File: config.mk
export PLATFORM = sky130hd
export DESIGN_NAME = mem_decoder
export DESIGN_NICKNAME = d
export VERILOG_FILES = /design/src/hdl/soc_pkg.sv /design/src/hdl/mem_decoder.sv
export VERILOG_INCLUDE_DIRS = /design/src /design/src/hdl
export SDC_FILE = /design/constraint.sdc
export NUM_CORES = 1
export LEC_CHECK = 0
export ABC_AREA = 1
export BUFFER_PORTS_ARGS = -buffer_cell sky130_fd_sc_hd__clkbuf_2
export CELL_PAD_IN_SITES_DETAIL_PLACEMENT = 0
export CELL_PAD_IN_SITES_GLOBAL_PLACEMENT = 1
export CORE_AREA = 2 2 180 182
export DETAILED_ROUTE_END_ITERATION = 12
export DIE_AREA = 0 0 182 184
export GPL_TIMING_DRIVEN = 1
export PLACE_DENSITY_LB_ADDON = 0.1
export SYNTH_ARGS = -nofsm -noshare
export SYNTH_HDL_FRONTEND = slang
export SYNTH_SLANG_ARGS = --single-unit
File: constraint.sdc
create_clock -name clk_i -period 1.4 [get_ports clk_i]
set_input_delay 0.28 -clock clk_i [delete_from_list [all_inputs] [get_ports clk_i]]
set_output_delay 0.28 -clock clk_i [all_outputs]
set_load 0.02 [all_outputs]
File: src/hdl/soc_consts.svh
`ifndef SOC_CONSTS_SVH
`define SOC_CONSTS_SVH

// --------------------
// Bus widths
// --------------------
`define SOC_ADDR_WIDTH 32
`define SOC_DATA_WIDTH 32

// --------------------
// Memory map segments
// --------------------
// Top four address bits select the segment
`define SOC_SEG_TCM    4'h0
`define SOC_SEG_DEVICE 4'hC
`define SOC_SEG_CLINT  4'hF

// TCM geometry, in 32-bit words
`define SOC_TCM_WORDS       1024
`define SOC_TCM_INDEX_WIDTH 10

// --------------------
// CLINT
// --------------------
// Clock cycles per mtime increment
`define SOC_CLINT_TICK_DIV 4

// Word offsets inside the CLINT window
`define SOC_CLINT_MSIP        3'd0
`define SOC_CLINT_MTIMECMP_LO 3'd2
`define SOC_CLINT_MTIMECMP_HI 3'd3
`define SOC_CLINT_MTIME_LO    3'd4
`define SOC_CLINT_MTIME_HI    3'd5

`endif
File: src/hdl/soc_pkg.sv
`include "soc_consts.svh"

package soc_pkg;

    // Byte address on both core ports
    typedef logic [`SOC_ADDR_WIDTH-1:0] addr_t;

    // One data word
    typedef logic [`SOC_DATA_WIDTH-1:0] word_t;

    // One enable per byte lane
    typedef logic [`SOC_DATA_WIDTH/8-1:0] byte_en_t;

    // Word index into the TCM
    typedef logic [`SOC_TCM_INDEX_WIDTH-1:0] tcm_index_t;

    // Word offset inside the CLINT window
    typedef logic [2:0] clint_index_t;

    // Target of a data request
    typedef enum logic [1:0] {
        region_tcm,
        region_device,
        region_clint,
        region_unmapped
    } region_e;

endpackage

File: src/hdl/mem_decoder.sv
`timescale 1ns/10ps
`include "soc_consts.svh"

module mem_decoder (
    input  logic                    clk_i,
    input  logic                    reset_i,
    // Instruction port from the core
    input  logic                    i_strobe_i,
    input  soc_pkg::addr_t          i_addr_i,
    output logic                    i_ready_o,
    output soc_pkg::word_t          i_code_o,
    // Data port from the core
    input  logic                    d_strobe_i,
    input  soc_pkg::addr_t          d_addr_i,
    input  logic                    d_rw_i,
    input  soc_pkg::byte_en_t       d_byte_enable_i,
    input  soc_pkg::word_t          d_wdata_i,
    output logic                    d_ready_o,
    output soc_pkg::word_t          d_rdata_o,
    // Uncached device port
    output logic                    dev_strobe_o,
    output soc_pkg::addr_t          dev_addr_o,
    output logic                    dev_rw_o,
    output soc_pkg::byte_en_t       dev_byte_enable_o,
    output soc_pkg::word_t          dev_wdata_o,
    input  logic                    dev_ready_i,
    input  soc_pkg::word_t          dev_rdata_i,
    // TCM side
    output logic                    tcm_i_en_o,
    output soc_pkg::tcm_index_t     tcm_i_index_o,
    output logic                    tcm_d_en_o,
    output logic                    tcm_d_we_o,
    output soc_pkg::tcm_index_t     tcm_d_index_o,
    output soc_pkg::byte_en_t       tcm_byte_enable_o,
    output soc_pkg::word_t          tcm_wdata_o,
    input  logic                    tcm_i_ready_i,
    input  soc_pkg::word_t          tcm_i_data_i,
    input  logic                    tcm_d_ready_i,
    input  soc_pkg::word_t          tcm_d_data_i,
    // CLINT side
    output logic                    clint_en_o,
    output logic                    clint_we_o,
    output soc_pkg::clint_index_t   clint_index_o,
    output soc_pkg::word_t          clint_wdata_o,
    input  logic                    clint_ready_i,
    input  soc_pkg::word_t          clint_rdata_i
);

    logic                i_in_tcm;
    logic                d_is_dev;
    soc_pkg::region_e    d_region;
    soc_pkg::region_e    region_q;
    logic                i_tcm_q;
    logic                i_unmapped_ready_q;
    logic                d_unmapped_ready_q;

    // --------------------
    // Address decode
    // --------------------
    // Code runs from the TCM only, anything else fetches zero
    assign i_in_tcm = (i_addr_i[`SOC_ADDR_WIDTH-1 -: 4] == `SOC_SEG_TCM);

    always_comb begin
        case (d_addr_i[`SOC_ADDR_WIDTH-1 -: 4])
            `SOC_SEG_TCM:    d_region = soc_pkg::region_tcm;
            `SOC_SEG_DEVICE: d_region = soc_pkg::region_device;
            `SOC_SEG_CLINT:  d_region = soc_pkg::region_clint;
            // DRAM and all other segments
            default:         d_region = soc_pkg::region_unmapped;
        endcase
    end

    assign d_is_dev = (d_region == soc_pkg::region_device);

    // --------------------
    // Request routing
    // --------------------
    assign tcm_i_en_o    = i_strobe_i && i_in_tcm;
    assign tcm_i_index_o = i_addr_i[`SOC_TCM_INDEX_WIDTH+1:2];

    assign tcm_d_en_o        = d_strobe_i && (d_region == soc_pkg::region_tcm);
    assign tcm_d_we_o        = tcm_d_en_o && d_rw_i;
    assign tcm_d_index_o     = d_addr_i[`SOC_TCM_INDEX_WIDTH+1:2];
    assign tcm_byte_enable_o = d_byte_enable_i;
    assign tcm_wdata_o       = d_wdata_i;

    // CLINT window is word addressed from bit 2
    assign clint_en_o    = d_strobe_i && (d_region == soc_pkg::region_clint);
    assign clint_we_o    = clint_en_o && d_rw_i;
    assign clint_index_o = d_addr_i[4:2];
    assign clint_wdata_o = d_wdata_i;

    // Device fields only show for device requests
    assign dev_strobe_o      = d_strobe_i && d_is_dev;
    assign dev_addr_o        = d_is_dev ? d_addr_i : '0;
    assign dev_rw_o          = d_rw_i && d_is_dev;
    assign dev_byte_enable_o = d_byte_enable_i;
    assign dev_wdata_o       = d_is_dev ? d_wdata_i : '0;

    // --------------------
    // Response select
    // --------------------
    // Region held from strobe to strobe, so slow devices still get their ready through
    always_ff @(posedge clk_i) begin
        if (reset_i) begin
            region_q           <= soc_pkg::region_unmapped;
            i_tcm_q            <= 1'b0;
            i_unmapped_ready_q <= 1'b0;
            d_unmapped_ready_q <= 1'b0;
        end else begin
            if (d_strobe_i) begin
                region_q <= d_region;
            end
            if (i_strobe_i) begin
                i_tcm_q <= i_in_tcm;
            end
            // Unmapped accesses complete in one cycle
            i_unmapped_ready_q <= i_strobe_i && !i_in_tcm;
            d_unmapped_ready_q <= d_strobe_i && (d_region == soc_pkg::region_unmapped);
        end
    end

    assign i_ready_o = i_tcm_q ? tcm_i_ready_i : i_unmapped_ready_q;
    assign i_code_o  = i_tcm_q ? tcm_i_data_i : '0;

    always_comb begin
        case (region_q)
            soc_pkg::region_tcm: begin
                d_ready_o = tcm_d_ready_i;
                d_rdata_o = tcm_d_data_i;
            end
            soc_pkg::region_device: begin
                d_ready_o = dev_ready_i;
                d_rdata_o = dev_rdata_i;
            end
            soc_pkg::region_clint: begin
                d_ready_o = clint_ready_i;
                d_rdata_o = clint_rdata_i;
            end
            default: begin
                // Unmapped reads return zero
                d_ready_o = d_unmapped_ready_q;
                d_rdata_o = '0;
            end
        endcase
    end

endmodule

==> results.txt <==
* Critical register-to-register path startpoint: i_tcm_q
* Power per standard cell area: 363 nW/um^2
* Total met2 wirelength after detailed routing: 8970 um
- Number of synthesized register bits: 5
- Smallest setup slack after layout: -0.251 ns
- Number of antenna violations at the first check in global routing: 1
- Vias/cell: 3.22
* WL per Instance: 13.0 um
- Tcrit/Tclk final: 1.18
- The critical path starts at region_q[0].
- The first global-routing pass estimated roughly 22000 um of wire.
- During synthesis, Yosys emitted a total of 0 warnings.
- The worst setup path is launched from a flip-flop.
- Counting I/O delays and the setup requirement, the final critical path takes 1.65 ns.
- Die extent in y: about 180 um
- Number of port buffers: between 400 and 500
- Clk sinks: 5
- Of the post-synthesis cell area, the dominant cell type holds 0.315.
* Async S/R FF share, synth: 0
* TritonCTS clock tree: yes
* Type of destination of the critical path: output port
- In the final layout, the share of cells above drive strength 1 is 0.688.
- Crit-path max FO: 8
- After synthesis, the most frequently instantiated cells are 139 x nand2_1, 100 x buf_4, 100 x inv_1, 74 x nor2_1, 35 x nand3_1.
- Clock input transition at the sequential cells of the worst setup and hold paths: about 0.03 ns
- In this run the top signal layer used is met5.
- Max-slew violation count: 0
- The run finished, with violations left.
* Most prevalent standard cell on the critical path: buf_6
- Core Util, Final: 0.202
- Among all flip-flop cells after synthesis, the most frequent one is dfxtp_1.
* Non-filler instance count after layout: 1220
- The die covers 33500 um^2.
- Achievable Freq: 0.606 GHz
- The detail route stage leaves a number of antenna-violating nets equal to 0.
- buf_4 takes more of the synthesized area than any other cell.
* Data arrival time of the worst path: between 1 and 1.5 ns
* Placed cells: between 1000 and 1500
* Count of mapped cells out of synthesis: 482
- On the critical path the largest part of the delay comes from buffers and inverters.
- The final count of hold timing violations was 0.
- From synthesis to final layout, the design area changed by 166%.
- Post-synthesis area per instance: between 4 and 5 um^2
- Ports placed on the boundary: 469
- Net total in the final layout: 1056
* Number of different library cells in the post-synthesis netlist: 19
- Via count of the first global-routing pass: 3913
- Number of buffers added by the clock tree synthesis step: 3
* Detailed placement HPWL: 12500 um
* Failing checks: setup timing
* Worst Path Class, Setup: flip-flop to output port
- In this run the standard cell core region covers roughly 31000 um^2.
- Met1 layer wirelength in the final routing: 5270 um
- At the worst endpoint, the required time is between 1 and 1.5 ns.
* Final count of negative-setup-slack endpoints: 90
- The signal on the critical path passes through buf_6 > nor2_4 > buf_6 > clkbuf_16 > nand2_2 > nand3_2 > buf_8.
* Post-cts hold buffer count: 0
* Maximum number of pins on one net before global-route repair: 34
- Total global routing overflow: 0
* Setup repair after global routing missed its margin: yes
* Length of the first detailed-routing pass in iterations: 4
- CP Buf/Inv Count: 4
- Routed via count: ~3900
- Summed negative setup slack over all endpoints: -11.67 ns
- The repair_antennas step left the layout with diodes totalling 0.
- Power comes to 2300 uW.
* Longest Clk Path Bufs: 2
* Post-Synthesis Cell Area: 2380 um^2
* Cell at the root of the clock tree: clkbuf_16
- By area the synthesized netlist is led by buf_4 32%, nand2_1 22%, inv_1 16%.
* Highest ir drop seen on vdd: 0.252 mV
- Number of flops mapped to enable cells by yosys: 0
- The clock reaches the later pin of the worst-skew pair after 0.22 ns.
- Number of DRC violations after detailed routing: 0
* RePlAce Congestion: between 0.6 and 0.7
- Starting DRT DRC Count: 52
* Clock tree skew after final layout: 0 ns
- Register-to-register setup slack: 0.55 ns
- Part of the Yosys area used for sequential elements: 0.0420
* Slowest CP cell: dfxtp_4
- The startpoint identified for the worst hold timing path is reset_i.
* Most frequent cell after synthesis: nand2_1
* Number of H-tree levels: 1
- The initial utilization of the core area, before any placement, comes to 0.0758.
- Max-cap violations in this run came to 0.
- Worst Hold Margin: 0.290 ns
- After detailed routing, the met3 layer carries between 1500 and 2000 um of wire.
* Die Span X: 182 um
* Lkg Pwr: around 0.0037 uW
- Worst hold path class: input pin to flip-flop
* Rows: 65
* Total Routed Length: 15800 um
- For this run, the total global-route usage over all layers was measured as 0.0852.
- The largest single stage delay on the critical path is 0.35 ns.
[power breakdown]
part | total, uW | switching [uW] | internal [uW]
Sequential | 163 | 12.4 | 150
Clock | 465 | 88.1 | 377
Combinational | 1670 | 911 | 762
Total | 2300 | 1010 | 1290
[layout make-up]
cell class                      count  area (um^2)
Tap cell                          402          503
Inverter                          102          393
Sequential cell                     5          111
Clock buffer                        4         78.8
Fill cell                        3625        25100
Timing Repair Buffer              447         3540
Multi-Input combinational cell    260         1710
[final timing paths]
path,to,cells after the start
setup / recovery,d_rdata_o[9],7
hold / removal,i_tcm_q,2
setup reg to reg,i_tcm_q,3
hold reg to reg,region_q[0],3
[worst reg2reg max path: cells and delay by family, from the launching register on]
family / cells / cell delay (ns)
buf+inv: 1 / 0.16
simple gates: 2 / 0.20
flops: 1 / 0.40
[routing by layer]
layer	vias to the layer above	global-route usage
met5	-	0
met4	2	0.00871
met3	4	0.0261
met2	255	0.179
met1	1700	0.0829
li1	1965	-
[state kept, by name (all words and copies together), names as in the netlist]
name                flops
d_unmapped_ready_q      1
i_tcm_q                 1
i_unmapped_ready_q      1
region_q                2
[per-stage QoR]
stage	cell area [um^2]	setup WS [ns]
final	6340	-0.251
after global routing	6340	-0.308
after CTS	5970	-0.284
after detailed placement	4280	-0.136
after global placement	4280	-0.152
after floorplan	2380	0.0548
[cell usage in the layout (no fill, tap or decap), types with 4 or more instances in the layout]
cell type and n:
nand3_2 15, nand2_2 15, buf_12 12, clkbuf_8 12, clkbuf_2 310, clkbuf_4 8, buf_16 4, nor2_1 9
nand3_1 19, nor2_4 64, nand2_1 120, buf_6 13, buf_4 7, nor2_2 4, inv_1 97, buf_8 75
clkbuf_16 6
[cells by family (layout without fill, tap and decap cells)]
group,Yosys count,after routing,share of synthesized area
AO/OA/AOI/OAI,3,3,0.00630
buffers and inverters,218,553,0.516
flip-flops,5,5,0.0420
multiplexers,1,1,0.00473
other,1,2,0.00157
AND/OR/NAND/NOR,254,254,0.429
[timing repair]
action	CTS	global route
setup buffers	8	2
pin swaps	3	8
setup endpoints to repair	125	113
cloned	9	3
resized for setup	326	169
No activity file was read; power rests on OpenSTA's default activity.
