## src/hdl/soc_consts.svh

```systemverilog
`ifndef SOC_CONSTS_SVH
`define SOC_CONSTS_SVH

// --------------------
// Bus widths
// --------------------
`define SOC_ADDR_WIDTH 32
`define SOC_DATA_WIDTH 32

// --------------------
// Memory map segments
// --------------------
// Top four address bits select the segment
`define SOC_SEG_TCM    4'h0
`define SOC_SEG_DEVICE 4'hC
`define SOC_SEG_CLINT  4'hF

// TCM geometry, in 32-bit words
`define SOC_TCM_WORDS       1024
`define SOC_TCM_INDEX_WIDTH 10

// --------------------
// CLINT
// --------------------
// Clock cycles per mtime increment
`define SOC_CLINT_TICK_DIV 4

// Word offsets inside the CLINT window
`define SOC_CLINT_MSIP        3'd0
`define SOC_CLINT_MTIMECMP_LO 3'd2
`define SOC_CLINT_MTIMECMP_HI 3'd3
`define SOC_CLINT_MTIME_LO    3'd4
`define SOC_CLINT_MTIME_HI    3'd5

`endif
```

## src/hdl/soc_pkg.sv

```systemverilog
`include "soc_consts.svh"

package soc_pkg;

    // Byte address on both core ports
    typedef logic [`SOC_ADDR_WIDTH-1:0] addr_t;

    // One data word
    typedef logic [`SOC_DATA_WIDTH-1:0] word_t;

    // One enable per byte lane
    typedef logic [`SOC_DATA_WIDTH/8-1:0] byte_en_t;

    // Word index into the TCM
    typedef logic [`SOC_TCM_INDEX_WIDTH-1:0] tcm_index_t;

    // Word offset inside the CLINT window
    typedef logic [2:0] clint_index_t;

    // Target of a data request
    typedef enum logic [1:0] {
        region_tcm,
        region_device,
        region_clint,
        region_unmapped
    } region_e;

endpackage

```

## src/hdl/clint.sv

```systemverilog
`timescale 1ns/10ps
`include "soc_consts.svh"

module clint (
    input  logic                    clk_i,
    input  logic                    reset_i,
    // Register access from the data port
    input  logic                    en_i,
    input  logic                    we_i,
    input  soc_pkg::clint_index_t   index_i,
    input  soc_pkg::word_t          wdata_i,
    output soc_pkg::word_t          rdata_o,
    output logic                    ready_o,
    // Interrupts to the core
    output logic                    tmr_irq_o,
    output logic                    sft_irq_o
);

    localparam int TICK_WIDTH = $clog2(`SOC_CLINT_TICK_DIV);

    logic [TICK_WIDTH-1:0] tick_cnt;
    logic                  tick;
    logic                  wr;
    logic [63:0]           mtime;
    logic [63:0]           mtimecmp;
    logic                  msip;
    soc_pkg::word_t        read_word;

    assign wr = en_i && we_i;

    // --------------------
    // Tick prescaler
    // --------------------
    assign tick = (tick_cnt == TICK_WIDTH'(`SOC_CLINT_TICK_DIV - 1));

    always_ff @(posedge clk_i) begin
        if (reset_i || tick) begin
            tick_cnt <= '0;
        end else begin
            tick_cnt <= tick_cnt + 1'b1;
        end
    end

    // --------------------
    // Timer registers
    // --------------------
    // Software write wins over the tick
    always_ff @(posedge clk_i) begin
        if (reset_i) begin
            mtime <= '0;
        end else if (wr && index_i == `SOC_CLINT_MTIME_LO) begin
            mtime[31:0] <= wdata_i;
        end else if (wr && index_i == `SOC_CLINT_MTIME_HI) begin
            mtime[63:32] <= wdata_i;
        end else if (tick) begin
            mtime <= mtime + 64'd1;
        end
    end

    // Compare starts at all ones so the timer stays quiet
    always_ff @(posedge clk_i) begin
        if (reset_i) begin
            mtimecmp <= '1;
            msip     <= 1'b0;
        end else if (wr) begin
            case (index_i)
                `SOC_CLINT_MSIP:        msip           <= wdata_i[0];
                `SOC_CLINT_MTIMECMP_LO: mtimecmp[31:0]  <= wdata_i;
                `SOC_CLINT_MTIMECMP_HI: mtimecmp[63:32] <= wdata_i;
                default: ;
            endcase
        end
    end

    // --------------------
    // Read path
    // --------------------
    always_comb begin
        case (index_i)
            `SOC_CLINT_MSIP:        read_word = {31'b0, msip};
            `SOC_CLINT_MTIMECMP_LO: read_word = mtimecmp[31:0];
            `SOC_CLINT_MTIMECMP_HI: read_word = mtimecmp[63:32];
            `SOC_CLINT_MTIME_LO:    read_word = mtime[31:0];
            `SOC_CLINT_MTIME_HI:    read_word = mtime[63:32];
            default:                read_word = '0;
        endcase
    end

    // Data and ready land one cycle after the enable
    always_ff @(posedge clk_i) begin
        if (en_i) begin
            rdata_o <= read_word;
        end
    end

    always_ff @(posedge clk_i) begin
        if (reset_i) begin
            ready_o <= 1'b0;
        end else begin
            ready_o <= en_i;
        end
    end

    // Level interrupts
    assign tmr_irq_o = (mtime >= mtimecmp);
    assign sft_irq_o = msip;

endmodule

```

## config.mk

```make
export PLATFORM = sky130hd
export DESIGN_NAME = clint
export DESIGN_NICKNAME = d
export VERILOG_FILES = /design/src/hdl/soc_pkg.sv /design/src/hdl/clint.sv
export VERILOG_INCLUDE_DIRS = /design/src /design/src/hdl
export SDC_FILE = /design/constraint.sdc
export NUM_CORES = 1
export LEC_CHECK = 0
export BUFFER_PORTS_ARGS = -buffer_cell sky130_fd_sc_hd__buf_2
export CAP_MARGIN = 10
export CORE_MARGIN = 2
export CORE_UTILIZATION = 55
export CTS_CLUSTER_DIAMETER = 30
export DETAILED_ROUTE_END_ITERATION = 8
export PLACE_DENSITY = 0.77
export SLEW_MARGIN = 20
export SYNTH_ARGS = -nofsm -noshare
export SYNTH_HDL_FRONTEND = slang
export SYNTH_SLANG_ARGS = --single-unit
export TNS_END_PERCENT = 1
```

## constraint.sdc

```tcl
create_clock -name clk_i -period 2.3 [get_ports clk_i]
set_clock_uncertainty 0.15 [all_clocks]
set_input_delay 0.345 -clock clk_i [delete_from_list [all_inputs] [get_ports clk_i]]
set_output_delay 0.345 -clock clk_i [all_outputs]
set_load 0.01 [all_outputs]
```

==> results.sh, run 1 <==
export IMPL_synth_top_family_by_area="compound AO/OA/AOI/OAI gates"
export IMPL_gp_congestion=0.9960
export IMPL_layout_common_cells="205 x buf_4, 140 x nor2_1, 102 x dfxtp_1, 72 x nand2_1, 71 x buf_2"
export IMPL_yosys_warnings=0
export IMPL_numCtsBuffers=17
export IMPL_ant_nets=0
export IMPL_antenna_found_initial=0
export IMPL_p_per_area_nw_per_um2=510.6
export IMPL_maxSlewHeadroom=0.4235
export IMPL_postSynthAreaPerCell_um2=8.643
export IMPL_fin_crit_sh=1.326
export IMPL_fin_util=0.7616
export IMPL_insertion_delay_ns=0.43
export IMPL_dr_pass1_iters=6
export IMPL_clk_path_buf_depth=2
export IMPL_coreArea_um2=17240
export IMPL_syn_inst=1120
export IMPL_synthXorXnorAreaFrac=0.02352
export IMPL_grt_pass1_vias=9449
export IMPL_synth_fa_ha_area_frac=0.08530
export IMPL_drc_errors=0
export IMPL_worstPathRequired_ns=1.80
export IMPL_fin_ws_ns=-0.7487
export IMPL_fmaxAchievable_mhz=328.0
export IMPL_synth_edff_count=32
export IMPL_crit_arrival_ns=2.55
export IMPL_row_count=48
export IMPL_synthMuxAreaShare=0.003231
export IMPL_port_buffers=73
export IMPL_num_antenna_cells=0
export IMPL_drt_iter0_drc=1221
export IMPL_initial_core_util=0.5616
export IMPL_grt_max_degree=65
export IMPL_dpl_worst_slack_ns=-0.3711
export IMPL_final_common_cell="buf_4"
export IMPL_crit_path_end_kind="output pin"
export IMPL_crit_type="flip-flop to output pin"
export IMPL_timing_hold_ws_ns=0.02344
export IMPL_hold_class="input port to flip-flop"
export IMPL_grt_pass1_wl_um=52080
export IMPL_vdd_drop_max_mv=0.5508
export IMPL_drv_slew=0
export IMPL_yosysSeqAreaShare=0.3722
export IMPL_clock_sinks=164
export IMPL_die_y_um=136.7
export IMPL_dp_hpwl_um=24440
export IMPL_rsz0062_at_grt="yes"
export IMPL_failed_checks="setup timing"
export IMPL_synth_seq_cells=164
export IMPL_vias=10319
export IMPL_placedCellCount=1556
export IMPL_netlist_cell_type_count=64
export IMPL_synth_compound_area_frac=0.2491
export IMPL_synth_cell_area_um2=9681
export IMPL_cp_start_kind="flip-flop"
export IMPL_clk_pin_slew_worst_paths_ns=0.07
export IMPL_synth_nets=1225
export IMPL_io_pins=74
export IMPL_power_leakage_uw=0.005828
export IMPL_die_w_um=136.7
export IMPL_synthArstFlopShare=0
export IMPL_h_tree_depth=4
export IMPL_area_delta_synth_final_pct=35.61
export IMPL_wl_um=35070
export IMPL_yosys_area_share_simple=0.2081
export IMPL_design_area_um2=13130
export IMPL_routed_via_density=6.457
export IMPL_fillers=1187
export IMPL_worst_slew_pin_slew_ns=0.8639
export IMPL_status="finished, violations left"
export IMPL_synth_flop_cell="dfxtp_1"
export IMPL_place_area_um2=11820
export IMPL_hold_violations=0
export IMPL_finalNetCount=1465
export IMPL_post_layout_nonfiller_instances=1598
export IMPL_cts_tree="yes"
export IMPL_fin_crit_ns=3.049
export IMPL_crit_fanout=3
export IMPL_grt_usage=0.3644
export IMPL_drive_above_1_share=0.3328
export IMPL_cts_root_buffer="clkbuf_16"
export IMPL_grt_overflow_total=0
export IMPL_drv_cap=0
export IMPL_setup_viol=22
export IMPL_dieArea_um2=18680
export IMPL_routedWlPerCell_um=21.95
-- flip-flops by register name, summed over array words and instances (netlist names) --
register   flops
tick_cnt       2
ready_o        1
mtimecmp      64
sft_irq_o      1
rdata_o       32
mtime         64
-- routing by layer --
layer,vias to the layer above,share of wire,global-route usage
met3,114,0.11,0.07667
li1,4660,-,-
met2,648,0.45,0.5611
met4,0,0.034,0.1331
met5,-,0,0
met1,4897,0.41,0.5031
-- stage by stage --
stage | TNS, ns | power [uW]
5_1_grt | -5.572 | 6871
3_5_place_dp | -4.424 | 3796
2_1_floorplan | -0.09923 | 3445
4_1_cts | -1.888 | 6664
6_report | -3.582 | 6703
3_3_place_gp | -3.683 | 3781
-- worst paths after layout --
check	startpoint	endpoint	slack [ns]	cells after the start
min reg2reg	tick_cnt[0]	tick_cnt[0]	0.29	1
max	mtime[1]	tmr_irq_o	-0.75	9
max reg2reg	mtime[1]	mtime[29]	-0.26	10
min	wdata_i[23]	mtimecmp[23]	0.02	2
-- layout make-up --
type                            instances  area (um2)  share of cell area
Inverter                               70       262.8             0.02002
Multi-Input combinational cell        809        6105              0.4650
Clock inverter                          9       130.1            0.009912
Clock buffer                           23       457.9             0.03488
Tap cell                              225       281.5             0.02144
Sequential cell                       164        3649              0.2779
Timing Repair Buffer                  298        2242              0.1708
-- kinds of logic (layout without fill, tap and decap cells) --
kind of cell | after synthesis | count (layout)
xor gates and xnor gates | 26 | 26
adders and majority gates | 66 | 66
AOI/OAI and AO/OA | 318 | 318
and+or+nand+nor | 396 | 396
DFF | 164 | 164
muxes | 3 | 3
buffers and inverters | 147 | 400
-- power breakdown --
group / total, uW / switching [uW] / internal, uW
Combinational: 720 / 432 / 288
Clock: 2920 / 1180 / 1740
Sequential: 3060 / 38.7 / 3020
-- repair_timing --
| item | CTS | global route |
|---|---|---|
| hold buffers | 0 | 0 |
| setup buffers | 1 | 9 |
| endpoints found under the setup margin | 25 | 45 |
| pin swaps | 19 | 41 |
| resized for setup | 51 | 81 |
-- synthesized netlist by cell type (all sizes together) (34+ instances only) --
master	number	area, um2
a22o	34	297.8
a211o	66	578.1
a21oi	52	260.3
clkbuf	67	251.5
o21ai	35	175.2
nand2	78	297.8
nand3	38	190.2
nor2	143	536.8
dfxtp	132	2643
ha	66	825.8
inv	70	262.8
-- critical path: stages (launching register included) --
cell and delay (ns):
dfxtp_4 0.36, ha_4 0.23, nor2b_4 0.12, o211ai_1 0.25
a21oi_2 0.15, o311a_1 0.32, o41ai_2 0.33, buf_4 0.18
nand2_4 0.06, buf_6 0.12
(Power assumes the default switching activity.)
==> run 2, diff against run 1 <==
Settings changed: SETUP_SLACK_MARGIN set to 0.05.
==> results.sh, run 2 (synthesized netlist as in run 1, its figures left out) <==
export IMPL_hold_depth=2
export IMPL_grt_busiest_layer="met2"
export IMPL_fin_crit_sh=1.346
export IMPL_routedWlPerCell_um=21.77
export IMPL_finalNetCount=1465
export IMPL_p_seq_frac=0.458
export IMPL_tns_ns=-3.552
export IMPL_crit_path_max_incr_delay_ns=0.32
export IMPL_timing_rr_start="mtime[14]"
export IMPL_ant_nets=0
export IMPL_cts_tree="yes"
export IMPL_dieArea_um2=18680
export IMPL_numCtsBuffers=17
export IMPL_grt_use_met3=0.07741
export IMPL_row_count=48
export IMPL_p_per_area_nw_per_um2=510.0
export IMPL_crit_arrival_ns=2.60
export IMPL_num_antenna_cells=0
export IMPL_drive_above_1_share=0.3372
export IMPL_vdd_drop_max_mv=0.5525
export IMPL_clk_path_buf_depth=2
export IMPL_gp_congestion=0.9960
export IMPL_coreArea_um2=17240
export IMPL_post_layout_nonfiller_instances=1598
export IMPL_layout_common_cells="205 x buf_4, 140 x nor2_1, 98 x dfxtp_1, 72 x nand2_1, 71 x buf_2"
export IMPL_h_tree_depth=4
export IMPL_p_switching_uw=1642
export IMPL_crit_start="mtimecmp[31]"
export IMPL_status="finished, violations left"
export IMPL_grt_pass1_wl_um=52020
export IMPL_clk_pin_slew_worst_paths_ns=0.07
export IMPL_slowest_stage="dfxtp_2"
export IMPL_worstPathRequired_ns=1.80
export IMPL_grt_pass1_vias=9452
export IMPL_crit_type="flip-flop to output pin"
export IMPL_drv_cap=0
export IMPL_clock_sinks=164
export IMPL_die_w_um=136.7
export IMPL_rsz0062_at_grt="yes"
export IMPL_io_pins=74
export IMPL_hold_violations=0
export IMPL_area_delta_synth_final_pct=35.61
export IMPL_grtUsageMet1=0.5006
export IMPL_crit_chain="inv_1, ha_1, nand4_1, buf_4, nor3_4, a22oi_2, o211ai_1, o41ai_2, buf_4, nand2_4, buf_6"
export IMPL_failed_checks="setup timing"
export IMPL_dr_pass1_iters=6
export IMPL_grt_max_degree=65
export IMPL_insertion_delay_ns=0.43
export IMPL_top_regs="mtime x64, mtimecmp x64, rdata_o x32"
export IMPL_dpl_worst_slack_ns=-0.3711
export IMPL_globalRouteMet2Util=0.5619
export IMPL_reg2reg_slack_ns=-0.26
export IMPL_maxSlewHeadroom=0.4336
export IMPL_final_common_cell="buf_4"
export IMPL_routed_via_density=6.449
export IMPL_fin_crit_ns=3.095
export IMPL_port_buffers=73
export IMPL_grt_usage=0.3639
export IMPL_drv_slew=0
export IMPL_swShare=0.2452
export IMPL_fmaxAchievable_mhz=323.1
export IMPL_setup_viol=22
export IMPL_vias=10305
export IMPL_crit_fanout=4
export IMPL_initial_core_util=0.5616
export IMPL_cp_start_kind="flip-flop"
export IMPL_clkPwrFrac=0.435
export IMPL_power_frac_comb=0.107
export IMPL_drt_iter0_drc=1250
export IMPL_dp_hpwl_um=24440
export IMPL_p_int_uw=5053
export IMPL_antenna_found_initial=0
export IMPL_min_to="mtimecmp[4]"
export IMPL_crit_path_end_kind="output pin"
export IMPL_grt_overflow_total=0
export IMPL_drc_errors=0
export IMPL_r2r_worst_path_cells=7
export IMPL_placedCellCount=1556
export IMPL_cts_root_buffer="clkbuf_16"
export IMPL_power_leakage_uw=0.005818
export IMPL_worst_slew_pin_slew_ns=0.8487
export IMPL_fin_ws_ns=-0.7950
export IMPL_die_y_um=136.7
export IMPL_rr_endpoint="mtime[41]"
export IMPL_crit_top_cell="buf_4"
export IMPL_hold_class="input port to flip-flop"
export IMPL_min_from="wdata_i[4]"
export IMPL_wl_um=34790
run 2: per-layer routing:
layer  up-vias  share of wire
met4         0          0.032
li1       4669              -
met1      4897           0.41
met5         -              0
met3       104           0.10
met2       635           0.45
run 2: layout make-up:
class | instances | area, um2
Clock buffer | 23 | 457.9
Clock inverter | 9 | 130.1
Fill cell | 1193 | 4109
Inverter | 70 | 262.8
Multi-Input combinational cell | 809 | 6100
Sequential cell | 164 | 3654
Tap cell | 225 | 281.5
Timing Repair Buffer | 298 | 2242
run 2: metrics by stage:
step                hold WS (ns)  cell area, um2  power (uW)  utilization
floorplan                 0.2584            9717        3445            -
global placement          0.2644           11820        3781       0.6859
detailed placement        0.2733           11820        3796       0.6859
CTS                      0.01911           12640        6664       0.7335
global route             0.02552           13130        6870       0.7616
finish                   0.02355           13130        6695       0.7616
run 2: power by group through the flow:
stage	registers [uW]	clock network, uW	logic [uW]
floorplan	3160	0	289
global placement	3120	0	659
detailed placement	3130	0	670
CTS	3060	2920	679
global route	3070	3040	759
finish	3060	2910	716
run 2: timing repair:
| item | CTS | global route |
|---|---|---|
| hold buffers | 0 | 0 |
| pin swaps | 22 | 41 |
| endpoints found under the setup margin | 35 | 49 |
| gates cloned | 0 | 0 |
| setup buffers | 1 | 9 |
| resized for setup | 54 | 84 |
run 2: worst max-delay path: cells and delay by family, from the launching register on:
kind            cells  cell delay (ns)
flops               1             0.32
fa+ha+maj           1             0.29
simple gates        3             0.40
compound gates      3             0.61
buf+inv             4             0.56
run 2: worst max-delay path by stage:
stage                            to  cells past startpoint  slack (ns)
after floorplan           mtime[41]                      7       -0.08
after global placement    tmr_irq_o                     10       -0.38
after detailed placement  tmr_irq_o                     10       -0.37
after CTS                 tmr_irq_o                     10       -0.74
after global routing      tmr_irq_o                     11       -0.84
final                     tmr_irq_o                     11       -0.80
==> run 3, diff against run 2 <==
Settings changed: SKIP_CTS_REPAIR_TIMING set to 1.
==> results.sh, run 3 (synthesized netlist as in run 1, its figures left out) <==
export IMPL_status="finished, violations left"
export IMPL_failed_checks="setup timing"
export IMPL_cp_buffers_inverters=2
export IMPL_crit_chain="ha_4, nor2b_4, o211ai_1, a21oi_2, o311a_1, o41ai_2, buf_4, nand2_4, buf_6"
export IMPL_power_leakage_uw=0.005813
export IMPL_dr_pass1_iters=5
export IMPL_routedWlPerCell_um=21.46
export IMPL_antenna_found_initial=0
export IMPL_design_area_um2=12860
export IMPL_crit_arrival_ns=2.60
export IMPL_finalNetCount=1459
export IMPL_drt_iter0_drc=1330
export IMPL_clk_path_buf_depth=2
export IMPL_crit_path_max_incr_delay_ns=0.38
export IMPL_crit_fanout=4
export IMPL_timing_hold_ws_ns=0.02408
export IMPL_crit_family="compound AO/OA/AOI/OAI gates"
export IMPL_hold_class="input port to flip-flop"
export IMPL_dieArea_um2=18680
export IMPL_setup_viol=18
export IMPL_top_regs="mtime x64, mtimecmp x64, rdata_o x32"
export IMPL_worst_slew_pin_slew_ns=0.8711
export IMPL_row_count=48
export IMPL_initial_core_util=0.5616
export IMPL_io_pins=74
export IMPL_area_delta_synth_final_pct=32.88
export IMPL_final_common_cell="buf_4"
export IMPL_grt_pass1_vias=9296
export IMPL_grt_overflow_total=0
export IMPL_h_tree_depth=4
export IMPL_grt_usage=0.3566
export IMPL_clock_sinks=164
export IMPL_fin_ws_ns=-0.7929
export IMPL_place_area_um2=11820
export IMPL_drv_slew=0
export IMPL_fin_crit_ns=3.093
export IMPL_gp_congestion=0.9960
export IMPL_clk_pin_slew_worst_paths_ns=0.07
export IMPL_slowest_stage="o311a_1"
export IMPL_fin_crit_sh=1.345
export IMPL_vdd_drop_max_mv=0.5573
export IMPL_cp_start_kind="flip-flop"
export IMPL_die_y_um=136.7
export IMPL_coreArea_um2=17240
export IMPL_vias=10272
export IMPL_ant_nets=0
export IMPL_hold_violations=0
export IMPL_grt_max_degree=65
export IMPL_cts_root_buffer="clkbuf_16"
export IMPL_dp_hpwl_um=24440
export IMPL_num_antenna_cells=0
export IMPL_p_per_area_nw_per_um2=519.7
export IMPL_crit_type="flip-flop to output pin"
export IMPL_wl_um=34170
export IMPL_insertion_delay_ns=0.43
export IMPL_grt_pass1_wl_um=51010
export IMPL_layout_common_cells="202 x buf_4, 140 x nor2_1, 112 x dfxtp_1, 72 x nand2_1, 71 x buf_2"
export IMPL_numCtsBuffers=17
export IMPL_fmaxAchievable_mhz=323.3
export IMPL_drv_cap=0
export IMPL_routed_via_density=6.452
export IMPL_worstPathRequired_ns=1.80
export IMPL_die_w_um=136.7
export IMPL_rsz0062_at_grt="yes"
export IMPL_cts_tree="yes"
export IMPL_drive_above_1_share=0.3102
export IMPL_maxSlewHeadroom=0.4186
export IMPL_drc_errors=0
export IMPL_port_buffers=73
export IMPL_crit_path_end_kind="output pin"
[run 3: cell count changes in the layout (fill, tap and decap cells not counted), moves of 12 or more]
cell	change
ha_1	+12
dfxtp_1	+14
dfxtp_2	-14
ha_4	-12
[run 3: path summary, 6_finish.rpt]
check | slack [ns] | end | depth (start not counted) | startpoint
hold / removal | 0.02 | mtimecmp[36] | 2 | wdata_i[4]
hold reg to reg | 0.26 | tick_cnt[0] | 1 | tick_cnt[0]
setup / recovery | -0.79 | tmr_irq_o | 9 | mtime[1]
setup reg to reg | -0.22 | mtime[41] | 6 | mtime[3]
[run 3: final cells by class]
| class | count | area, um2 |
|---|---|---|
| Timing Repair Buffer | 292 | 2186 |
| Clock buffer | 23 | 457.9 |
| Inverter | 70 | 262.8 |
| Clock inverter | 9 | 130.1 |
| Tap cell | 225 | 281.5 |
| Sequential cell | 164 | 3636 |
| Fill cell | 1231 | 4373 |
| Multi-Input combinational cell | 809 | 5909 |
[run 3: stage by stage]
step                      total power (uW)  setup slack, ns  cells  TNS (ns)  utilization
after CTS                             6660          -0.8480   1588    -4.917       0.7200
after floorplan                       3445         -0.07525   1120  -0.09923            -
after detailed placement              3796          -0.3711   1556    -4.424       0.6859
after global routing                  6863          -0.8943   1592    -4.211       0.7463
after global placement                3781          -0.3774   1556    -3.683       0.6859
final                                 6686          -0.7929   1592    -2.232       0.7463
[run 3: where the power goes]
part / internal [uW] / switching [uW] / total (uW) / leakage (uW)
Clock: 1740 / 1180 / 2920 / 0.000286
Sequential: 3020 / 38.3 / 3060 / 0.00141
Combinational: 282 / 424 / 707 / 0.00412
[run 3: layer usage]
| metal | vias to the layer above | share of wire | GRT usage |
|---|---|---|---|
| met5 | - | 0 | 0 |
| met4 | 0 | 0.027 | 0.1163 |
| met3 | 90 | 0.11 | 0.07000 |
| met2 | 635 | 0.45 | 0.5500 |
| met1 | 4894 | 0.42 | 0.5002 |
| li1 | 4653 | - | - |
